`src/tart_pkg.sv`:
```
`default_nettype none

package tart_pkg;

   // ------------------
   // Sizing
   // ------------------
   localparam int BUS_BITS    = 8;                     // Bus data width
   localparam int ADR_BITS    = 7;                     // Bus address width
   localparam int AX_NUM      = 4;                     // Antenna count
   localparam int STORE_DEPTH = 32;                    // Sample memory words
   localparam int STORE_ABITS = $clog2(STORE_DEPTH);   // 5 for 32 words

   // ------------------
   // Address map
   // ------------------
   localparam logic [ADR_BITS-1:0] ACQ_BASE = 7'h00;   // Acquisition, 0x00..0x0F
   localparam logic [ADR_BITS-1:0] CTL_BASE = 7'h78;   // Control, 0x78..0x7F

   // Bus request from the master
   typedef struct packed {
      logic                cyc;
      logic                stb;
      logic                we;
      logic [ADR_BITS-1:0] adr;
      logic [BUS_BITS-1:0] dat;
   } bus_req_t;

   // Slave reply, ack is a single-cycle pulse
   typedef struct packed {
      logic                ack;
      logic [BUS_BITS-1:0] dat;
   } bus_rsp_t;

   // Acquisition settings
   typedef struct packed {
      logic       enable;
      logic       debug;    // Counter source instead of antennas
      logic [2:0] delay;    // Delay-line tap
   } acq_cfg_t;

   // Capture write request into the sample store
   typedef struct packed {
      logic                   stb;
      logic [STORE_ABITS-1:0] adr;
      logic [BUS_BITS-1:0]    dat;
   } mem_wr_t;

endpackage

`default_nettype wire

```
`src/bus_decoder.sv`:
```
`default_nettype none

module bus_decoder
   import tart_pkg::*;
(
   input  wire           b_clk,
   input  wire           reset_i,
   input  wire bus_req_t bus_i,
   output bus_rsp_t      bus_o,
   output logic          acq_stb_o,
   output logic          ctl_stb_o,
   input  wire bus_rsp_t acq_rsp_i,
   input  wire bus_rsp_t ctl_rsp_i
);

   logic acq_hit, ctl_hit, map_miss;
   logic req;                 // Live request, not yet acked
   logic acq_sel, ctl_sel;    // Held selects for the reply mux
   logic served;              // Ack already given for this stb
   logic def_ack;             // Reply for unmapped addresses

   // Region decode
   assign acq_hit  = bus_i.adr[ADR_BITS-1:4] == ACQ_BASE[ADR_BITS-1:4];
   assign ctl_hit  = bus_i.adr[ADR_BITS-1:3] == CTL_BASE[ADR_BITS-1:3];
   assign map_miss = !(acq_hit || ctl_hit);

   // Strobes drop once acked, even if the master holds stb a bit longer
   assign req       = bus_i.cyc && bus_i.stb && !served;
   assign acq_stb_o = req && acq_hit;
   assign ctl_stb_o = req && ctl_hit;

   always_ff @(posedge b_clk) begin
      if (reset_i || !bus_i.cyc) begin
         acq_sel <= 1'b0;
         ctl_sel <= 1'b0;
         served  <= 1'b0;
         def_ack <= 1'b0;
      end else begin
         acq_sel <= acq_sel ? !acq_rsp_i.ack : acq_stb_o;   // Hold until ack
         ctl_sel <= ctl_sel ? !ctl_rsp_i.ack : ctl_stb_o;
         served  <= bus_i.stb && (served || bus_o.ack);     // Clears when stb falls
         def_ack <= req && map_miss && !def_ack;            // One-cycle default reply
      end
   end

   // ------------------
   // Reply merge
   always_comb begin
      bus_o.ack = acq_rsp_i.ack || ctl_rsp_i.ack || def_ack;
      if (ctl_sel || ctl_stb_o)
         bus_o.dat = ctl_rsp_i.dat;
      else if (acq_sel || acq_stb_o)
         bus_o.dat = acq_rsp_i.dat;
      else
         bus_o.dat = '0;                                     // Unmapped reads zero
   end

endmodule

`default_nettype wire

```
`src/tart_control.sv`:
```
`default_nettype none

module tart_control
   import tart_pkg::*;
#(
   parameter int RTIME = 4                  // Soft-reset length in cycles
) (
   input  wire                b_clk,
   input  wire                reset_i,
   input  wire bus_req_t      bus_i,
   input  wire                stb_i,
   output bus_rsp_t           rsp_o,
   input  wire acq_cfg_t      cfg_i,
   input  wire                full_i,
   input  wire [BUS_BITS-1:0] checksum_i,
   output logic               sys_rst_o
);

   localparam int CBITS = $clog2(RTIME + 1);

   logic [CBITS-1:0]    rst_cnt;            // Remaining pulse cycles
   logic                pulse;
   logic                access;             // First cycle of an access
   logic                ack_q;
   logic [BUS_BITS-1:0] dat_q, rdata;

   assign access    = stb_i && !ack_q;
   assign pulse     = rst_cnt != '0;
   assign sys_rst_o = reset_i || pulse;     // Combined reset for the peers

   // Read mux
   // Status layout is {00, full, debug, enable, delay[2:0]}
   always_comb begin
      case (bus_i.adr[2:0])
         3'd0:    rdata = {{(BUS_BITS-1){1'b0}}, pulse};
         3'd1:    rdata = {2'b00, full_i, cfg_i.debug, cfg_i.enable, cfg_i.delay};
         3'd2:    rdata = checksum_i;
         default: rdata = '0;
      endcase
   end

   always_ff @(posedge b_clk) begin
      if (reset_i) begin
         ack_q   <= 1'b0;
         rst_cnt <= '0;
      end else begin
         ack_q <= access;                   // Fixed one-cycle latency
         if (pulse)
            rst_cnt <= rst_cnt - 1'b1;      // Runs to the end, no retrigger
         else if (access && bus_i.we && bus_i.adr[2:0] == 3'd0 && bus_i.dat[0])
            rst_cnt <= CBITS'(RTIME);
      end
   end

   always_ff @(posedge b_clk) begin
      if (access && !bus_i.we)
         dat_q <= rdata;
   end

   assign rsp_o = '{ack: ack_q, dat: dat_q};

endmodule

`default_nettype wire

```
`src/tart_acquire.sv`:
```
`default_nettype none

module tart_acquire
   import tart_pkg::*;
(
   input  wire                   b_clk,
   input  wire                   rst_i,
   input  wire bus_req_t         bus_i,
   input  wire                   stb_i,
   output bus_rsp_t              rsp_o,
   output acq_cfg_t              cfg_o,
   input  wire [STORE_ABITS:0]   wr_count_i,
   output logic                  rd_req_o,
   output logic [STORE_ABITS-1:0] rd_adr_o,
   input  wire [BUS_BITS-1:0]    rd_data_i,
   input  wire                   rd_valid_i
);

   // ------------------
   // Register offsets
   localparam logic [3:0] REG_CFG   = 4'd0;
   localparam logic [3:0] REG_DATA  = 4'd1;    // Sample read, variable latency
   localparam logic [3:0] REG_COUNT = 4'd2;
   localparam logic [3:0] REG_CLEAR = 4'd3;    // Write clears read pointer

   acq_cfg_t               cfg_q;
   logic [STORE_ABITS-1:0] rd_ptr;
   logic                   rd_req_q;
   logic                   ack_q;
   logic [BUS_BITS-1:0]    dat_q, rdata;
   logic [3:0]             reg_sel;
   logic                   access, fetch_start, fetch_done;

   assign reg_sel     = bus_i.adr[3:0];
   assign access      = stb_i && !ack_q && !rd_req_q;        // Not while a fetch is out
   assign fetch_start = access && !bus_i.we && reg_sel == REG_DATA;
   assign fetch_done  = rd_req_q && rd_valid_i;

   always_comb begin
      case (reg_sel)
         REG_CFG:   rdata = {3'b000, cfg_q};
         REG_COUNT: rdata = {2'b00, wr_count_i};
         default:   rdata = '0;
      endcase
   end

   always_ff @(posedge b_clk) begin
      if (rst_i) begin
         cfg_q    <= '0;
         rd_ptr   <= '0;
         rd_req_q <= 1'b0;
         ack_q    <= 1'b0;
      end else begin
         ack_q <= fetch_done || (access && !fetch_start);    // Fetch acks on rd_valid
         if (fetch_done) begin
            rd_req_q <= 1'b0;
            rd_ptr   <= rd_ptr + 1'b1;                      // Next word
         end else if (fetch_start) begin
            rd_req_q <= 1'b1;                               // Held until rd_valid
         end
         if (access && bus_i.we) begin
            if (reg_sel == REG_CFG)
               cfg_q <= bus_i.dat[$bits(acq_cfg_t)-1:0];
            if (reg_sel == REG_CLEAR)
               rd_ptr <= '0;
         end
      end
   end

   // Reply data
   always_ff @(posedge b_clk) begin
      if (fetch_done)
         dat_q <= rd_data_i;
      else if (access && !bus_i.we)
         dat_q <= rdata;
   end

   assign rsp_o    = '{ack: ack_q, dat: dat_q};
   assign cfg_o    = cfg_q;
   assign rd_req_o = rd_req_q;
   assign rd_adr_o = rd_ptr;

endmodule

`default_nettype wire

```
`src/tart_capture.sv`:
```
`default_nettype none

module tart_capture
   import tart_pkg::*;
#(
   parameter int DEPTH = STORE_DEPTH
) (
   input  wire                 b_clk,
   input  wire                 rst_i,
   input  wire acq_cfg_t       cfg_i,
   input  wire [AX_NUM-1:0]    antenna_i,
   output mem_wr_t             wr_o,
   output logic [STORE_ABITS:0] wr_count_o,
   output logic                full_o,
   output logic [BUS_BITS-1:0] checksum_o
);

   localparam int TAPS = 8;
   localparam logic [STORE_ABITS:0] LIMIT = DEPTH[STORE_ABITS:0];

   logic [AX_NUM-1:0]      taps [TAPS];       // Antenna delay line
   logic [AX_NUM-1:0]      dbg_cnt;           // Debug sample source
   logic [AX_NUM-1:0]      sample, lo_q;      // lo_q holds first sample of a word
   logic                   en_q, start, active;
   logic                   phase;             // High on the second sample
   logic                   wr_stb;
   logic [STORE_ABITS-1:0] wr_adr;
   logic [BUS_BITS-1:0]    wr_dat;
   logic [STORE_ABITS:0]   count;
   logic [BUS_BITS-1:0]    chksum;

   assign start  = cfg_i.enable && !en_q;                   // Rising edge of enable
   assign full_o = count >= LIMIT;
   assign active = cfg_i.enable && en_q && !full_o;
   assign sample = cfg_i.debug ? dbg_cnt : taps[cfg_i.delay];

   always_ff @(posedge b_clk) begin
      taps[0] <= antenna_i;
      for (int i = 1; i < TAPS; i++)
         taps[i] <= taps[i-1];
   end

   // ------------------
   // Packing and word count
   always_ff @(posedge b_clk) begin
      if (rst_i) begin
         en_q    <= 1'b0;
         dbg_cnt <= '0;
         phase   <= 1'b0;
         wr_stb  <= 1'b0;
         count   <= '0;
         chksum  <= '0;
      end else begin
         en_q   <= cfg_i.enable;
         wr_stb <= active && phase;                         // Every second sample
         if (start) begin
            dbg_cnt <= '0;
            phase   <= 1'b0;
         end else if (active) begin
            dbg_cnt <= dbg_cnt + 1'b1;
            phase   <= !phase;
         end
         if (wr_stb) begin
            count  <= count + 1'b1;                         // Counted after the write
            chksum <= chksum + wr_dat;                      // Mod-256 sum
         end
      end
   end

   always_ff @(posedge b_clk) begin
      if (active && !phase)
         lo_q <= sample;
      if (active && phase) begin
         wr_dat <= {sample, lo_q};                          // First sample low
         wr_adr <= count[STORE_ABITS-1:0];
      end
   end

   assign wr_o       = '{stb: wr_stb, adr: wr_adr, dat: wr_dat};
   assign wr_count_o = count;
   assign checksum_o = chksum;

endmodule

`default_nettype wire

```
`src/sample_store.sv`:
```
`default_nettype none

module sample_store
   import tart_pkg::*;
#(
   parameter int DEPTH = STORE_DEPTH
) (
   input  wire                   b_clk,
   input  wire                   reset_i,
   input  wire mem_wr_t          wr_i,
   input  wire                   rd_req_i,
   input  wire [STORE_ABITS-1:0] rd_adr_i,
   output logic [BUS_BITS-1:0]   rd_data_o,
   output logic                  rd_valid_o
);

   logic [BUS_BITS-1:0]    mem [DEPTH];   // Single-port sample RAM
   logic                   wr_gnt;
   logic                   rd_gnt;
   logic [STORE_ABITS-1:0] ram_adr;

   // ------------------
   // Fixed-priority arbiter
   // ------------------
   // Capture writer always wins
   assign wr_gnt = wr_i.stb;

   // Reader only in a free cycle, and not again while its data is out
   assign rd_gnt = rd_req_i && !wr_gnt && !rd_valid_o;

   assign ram_adr = wr_gnt ? wr_i.adr : rd_adr_i;

   // ------------------
   // RAM port
   always_ff @(posedge b_clk) begin
      if (wr_gnt)
         mem[ram_adr] <= wr_i.dat;
      else if (rd_gnt)
         rd_data_o <= mem[ram_adr];     // Registered read data
   end

   // Valid pulse one cycle after the grant
   always_ff @(posedge b_clk) begin
      if (reset_i)
         rd_valid_o <= 1'b0;
      else
         rd_valid_o <= rd_gnt;
   end

endmodule

`default_nettype wire

```
`src/tart_top.sv`:
```
`default_nettype none

module tart_top
   import tart_pkg::*;
#(
   parameter int RTIME = 4,             // Soft-reset pulse length
   parameter int DEPTH = STORE_DEPTH    // Sample memory depth
) (
   input  wire              b_clk,
   input  wire              reset_i,
   input  wire bus_req_t    bus_i,
   output bus_rsp_t         bus_o,
   input  wire [AX_NUM-1:0] antenna_i
);

   // ------------------
   // Bus side
   logic     acq_stb, ctl_stb;
   bus_rsp_t acq_rsp, ctl_rsp;

   // Control and status
   acq_cfg_t             cfg;
   logic [STORE_ABITS:0] wr_count;
   logic                 full;
   logic [BUS_BITS-1:0]  checksum;
   logic                 sys_rst;       // reset_i OR soft reset

   // ------------------
   // Sample store ports
   mem_wr_t                wr;
   logic                   rd_req;
   logic [STORE_ABITS-1:0] rd_adr;
   logic [BUS_BITS-1:0]    rd_data;
   logic                   rd_valid;

   bus_decoder u_decoder (
      .b_clk     (b_clk),
      .reset_i   (reset_i),
      .bus_i     (bus_i),
      .bus_o     (bus_o),
      .acq_stb_o (acq_stb),
      .ctl_stb_o (ctl_stb),
      .acq_rsp_i (acq_rsp),
      .ctl_rsp_i (ctl_rsp)
   );

   tart_control #(.RTIME(RTIME)) u_control (
      .b_clk      (b_clk),
      .reset_i    (reset_i),
      .bus_i      (bus_i),
      .stb_i      (ctl_stb),
      .rsp_o      (ctl_rsp),
      .cfg_i      (cfg),
      .full_i     (full),
      .checksum_i (checksum),
      .sys_rst_o  (sys_rst)
   );

   tart_acquire u_acquire (
      .b_clk      (b_clk),
      .rst_i      (sys_rst),
      .bus_i      (bus_i),
      .stb_i      (acq_stb),
      .rsp_o      (acq_rsp),
      .cfg_o      (cfg),
      .wr_count_i (wr_count),
      .rd_req_o   (rd_req),
      .rd_adr_o   (rd_adr),
      .rd_data_i  (rd_data),
      .rd_valid_i (rd_valid)
   );

   tart_capture #(.DEPTH(DEPTH)) u_capture (
      .b_clk      (b_clk),
      .rst_i      (sys_rst),
      .cfg_i      (cfg),
      .antenna_i  (antenna_i),
      .wr_o       (wr),
      .wr_count_o (wr_count),
      .full_o     (full),
      .checksum_o (checksum)
   );

   sample_store #(.DEPTH(DEPTH)) u_store (
      .b_clk      (b_clk),
      .reset_i    (sys_rst),
      .wr_i       (wr),
      .rd_req_i   (rd_req),
      .rd_adr_i   (rd_adr),
      .rd_data_o  (rd_data),
      .rd_valid_o (rd_valid)
   );

endmodule

`default_nettype wire

```
`config.mk`:
```
export PLATFORM = sky130hd
export DESIGN_NAME = tart_top
export DESIGN_NICKNAME = d
export VERILOG_FILES = /design/src/tart_pkg.sv /design/src/bus_decoder.sv /design/src/tart_control.sv /design/src/tart_acquire.sv /design/src/tart_capture.sv /design/src/sample_store.sv /design/src/tart_top.sv
export SDC_FILE = /design/constraint.sdc
export NUM_CORES = 1
export LEC_CHECK = 0
export BUFFER_PORTS_ARGS = -buffer_cell sky130_fd_sc_hd__buf_2
export CORE_UTILIZATION = 25
export CTS_CLUSTER_SIZE = 20
export DETAILED_ROUTE_END_ITERATION = 12
export SLEW_MARGIN = 20
export SYNTH_ARGS = -nofsm -noshare
export SYNTH_HDL_FRONTEND = slang
export SYNTH_SLANG_ARGS = --single-unit
export TNS_END_PERCENT = 20
```
`constraint.sdc`:
```
create_clock -name b_clk -period 5.9 [get_ports b_clk]
set_input_delay 0.295 -clock b_clk [delete_from_list [all_inputs] [get_ports b_clk]]
set_output_delay 0.295 -clock b_clk [all_outputs]
set_load 0.02 [all_outputs]
```
==> metrics.yaml <==
hold_depth: 3
final_cell_area_mm2: 0.0171
rsz0062_at_grt: "false"
fin_setup_tns_ns: 0
synth-edff-count: 297
skew_ns: 0.0106
nets: 1006
hold_slack_ns: 0.0214
grt_max_degree: 48
pwr-share-clk: 0.463
core_mm2: 0.0578
ys_types: 56
yosysSeqAreaShare: 0.714
path_class: "reg -> reg"
start_util: 0.254
worstHoldStart: "bus_i[16]"
dp_cells: 1687
grt_pass1_wl_mm: 51.7
async_flop_share: 0
hold_viol: 0
crit_path_start_kind: "register"
hold_path_class: "in -> reg"
die_y_um: 244
cap_violations: 0
rows: 88
final.period_utilization: 0.574
syn_inst: 923
via_per_inst: 4.75
clock-sinks: 374
cts_buffers: 39
max_freq_mhz: 295
worstMarginPinSlew_ns: 1.14
powerDensity_mw_per_mm2: 312
first_global_vias: 8346
clk_pin_slew_ns: 0.06
syn_to_final_growth_pct: 16.7
wl_mm: 33.5
worstPathArrival_ns: 3.60
crit_path_top_delay_cell: "mux2i_4"
antenna_found_initial: 0
drive_gt1_frac: 0.172
worst-path-buf-inv: 1
end_kind: "register"
ctsHoldBuffers: 4
r2r_cells: 5
ir_worst_vdd_v: 0.000204
synth_area_mm2: 0.0147
synth_area_leaders: "edfxtp_1 (61%), dfxtp_1 (11%), mux4_2 (8.1%), o21ai_0 (2.5%), nor2_1 (2.4%)"
clockBufferDepth: 3
grt_overflow_total: 0
syn_area_per_cell_um2: 15.9
place_congestion: 0.878
n_antenna_cell: 0
p_leak_nw: 5.50
drv_slew: 0
synth_nets: 959
first_iter_violations: 751
p_seq_frac: 0.530
synth-main-ff-cell: "edfxtp_1"
port-buffer-count: 29
pwr-share-comb: 0.007
synth_top_area_share: 0.609
r2r_slack_ns: 2.52
dpl_cell_area_mm2: 0.0157
p_int_mw: 4.31
fin_crit_ns: 3.38
cpPeakStageDelay_ns: 1.02
die_w_um: 244
postCtsSetupBuffers: 0
post-route-drc-count: 0
cts_max_level: 2
worstPathRequired_ns: 6.12
wl_per_cell_um: 19.0
synth_area_leader_cell: "edfxtp_1"
dieArea_mm2: 0.0596
status: "finished clean"
reg2reg_from: "u_capture.wr_stb"
cp-startpoint: "u_capture.wr_stb"
design.portCount: 33
postRouteAntennaNets: 0
cts_tree: "done"
swShare: 0.191
synth_most_common_cell: "edfxtp_1"
num_vias: 8380
ys_seq_elements: 374
min_to: "u_decoder.served"
fin_cells: 1765
worstPathMaxFanout: 22
synth_commonest_cells: "edfxtp_1 (297), nor2_1 (94), dfxtp_1 (77), o21ai_0 (73), mux4_2 (53)"
setup_violations: 0
path_cells: "mux2i_4, buf_4, mux4_2, a22oi_1, o2111ai_1"
p_sw_mw: 1.02
critical-path-top-delay-family: "multiplexers"
grt_usage: 0.112
ctsResizeCount: 0
r2r_end: "u_store.rd_data_o[6]"
post-dp-hpwl_mm: 21.0
ys_warn_count: 0
insertion_delay_ns: 0.53
clockRootBuffer: "clkbuf_16"
drt_first_pass_iters: 5
slew_headroom: 0.224
## registers in the layout (all words and copies together) (netlist names), 3 cells and up, named ones only
signal and count:
u_acquire.cfg_o 5, u_control.rst_cnt 3, u_capture.lo_q 4, u_acquire.dat_q 8, u_capture.dbg_cnt 4, u_capture.taps 32
u_capture.wr_count_o 6, u_store.mem 256, u_acquire.rd_adr_o 5, u_capture.checksum_o 8, u_store.rd_data_o 8, u_capture.wr_adr 5
u_capture.wr_dat 8, u_control.dat_q 8
## power groups by stage
| stage | combinational, mW | clock, mW | sequential [mW] |
|---|---|---|---|
| 2_1_floorplan | 0.0212 | 0 | 2.88 |
| 3_3_place_gp | 0.0364 | 0 | 2.88 |
| 3_5_place_dp | 0.0371 | 0 | 2.88 |
| 4_1_cts | 0.0392 | 2.52 | 2.82 |
| 5_1_grt | 0.0428 | 2.62 | 2.82 |
| 6_report | 0.0390 | 2.47 | 2.82 |
## cell families after synthesis
kind of cell,share of synthesized area
xor+xnor,0.00956
compound gates,0.0780
simple gates,0.0679
fa+ha+maj,0.0108
flops,0.714
mux,0.104
buf+inv,0.0164
## metal layers
layer | routed length [µm] | vias up | global-route usage | part of all wire
li1 | - | 3740 | - | -
met5 | 0 | - | 0 | 0
met3 | 2270 | 59 | 0.0232 | 0.068
met1 | 14900 | 4287 | 0.154 | 0.44
met4 | 925 | 0 | 0.0364 | 0.028
met2 | 15400 | 294 | 0.175 | 0.46
## metrics by stage
stage | total power [mW] | util | worst slack (ns)
final | 5.33 | 0.296 | 2.52
after global routing | 5.49 | 0.296 | 2.45
after CTS | 5.38 | 0.295 | 2.52
after detailed placement | 2.92 | 0.271 | 2.53
after global placement | 2.92 | 0.271 | 2.55
after floorplan | 2.90 | - | 3.67
## worst reg2reg max path: stages (launching register included)
cell	delay (ns)
dfxtp_2	0.65
mux2i_4	1.03
buf_4	0.45
mux4_2	0.41
a22oi_1	0.33
o2111ai_1	0.22
## cells in the final DEF, fill, tap and decap left out, drive strengths merged, types with 5 or more instances in the layout
cell type  count
nand4         14
nor2          94
mux4          53
a22o          10
a41oi         14
a22oi         23
xnor2          6
o21ai         75
dfxtp         77
and3           7
mux2i         30
ha            11
inv           12
clkbuf        51
nor3           9
nor3b          6
nand3          6
edfxtp       297
nand2         36
a221oi         5
clkinv        12
a21oi         27
xor2          10
buf           46
nor2b          7
## how the worst max path moves through the flow
stage / endpoint / depth (start not counted) / slack (ns)
floorplan: u_store.mem[9][0] / 7 / 3.67
global placement: u_store.rd_data_o[6] / 5 / 2.55
detailed placement: u_store.rd_data_o[6] / 5 / 2.53
CTS: u_store.rd_data_o[6] / 5 / 2.52
global route: u_store.rd_data_o[1] / 5 / 2.45
finish: u_store.rd_data_o[6] / 5 / 2.52
## area by class of cell
class	instances	area, µm²
fillers	5715	40700
flip-flops and latches	374	10500
multi-input cells	497	3970
clock buffers	51	1160
well taps	765	957
repair buffers	50	360
clock inverters	20	164
inverters	8	30.0
Note: power is estimated with default switching activity, not from simulation.
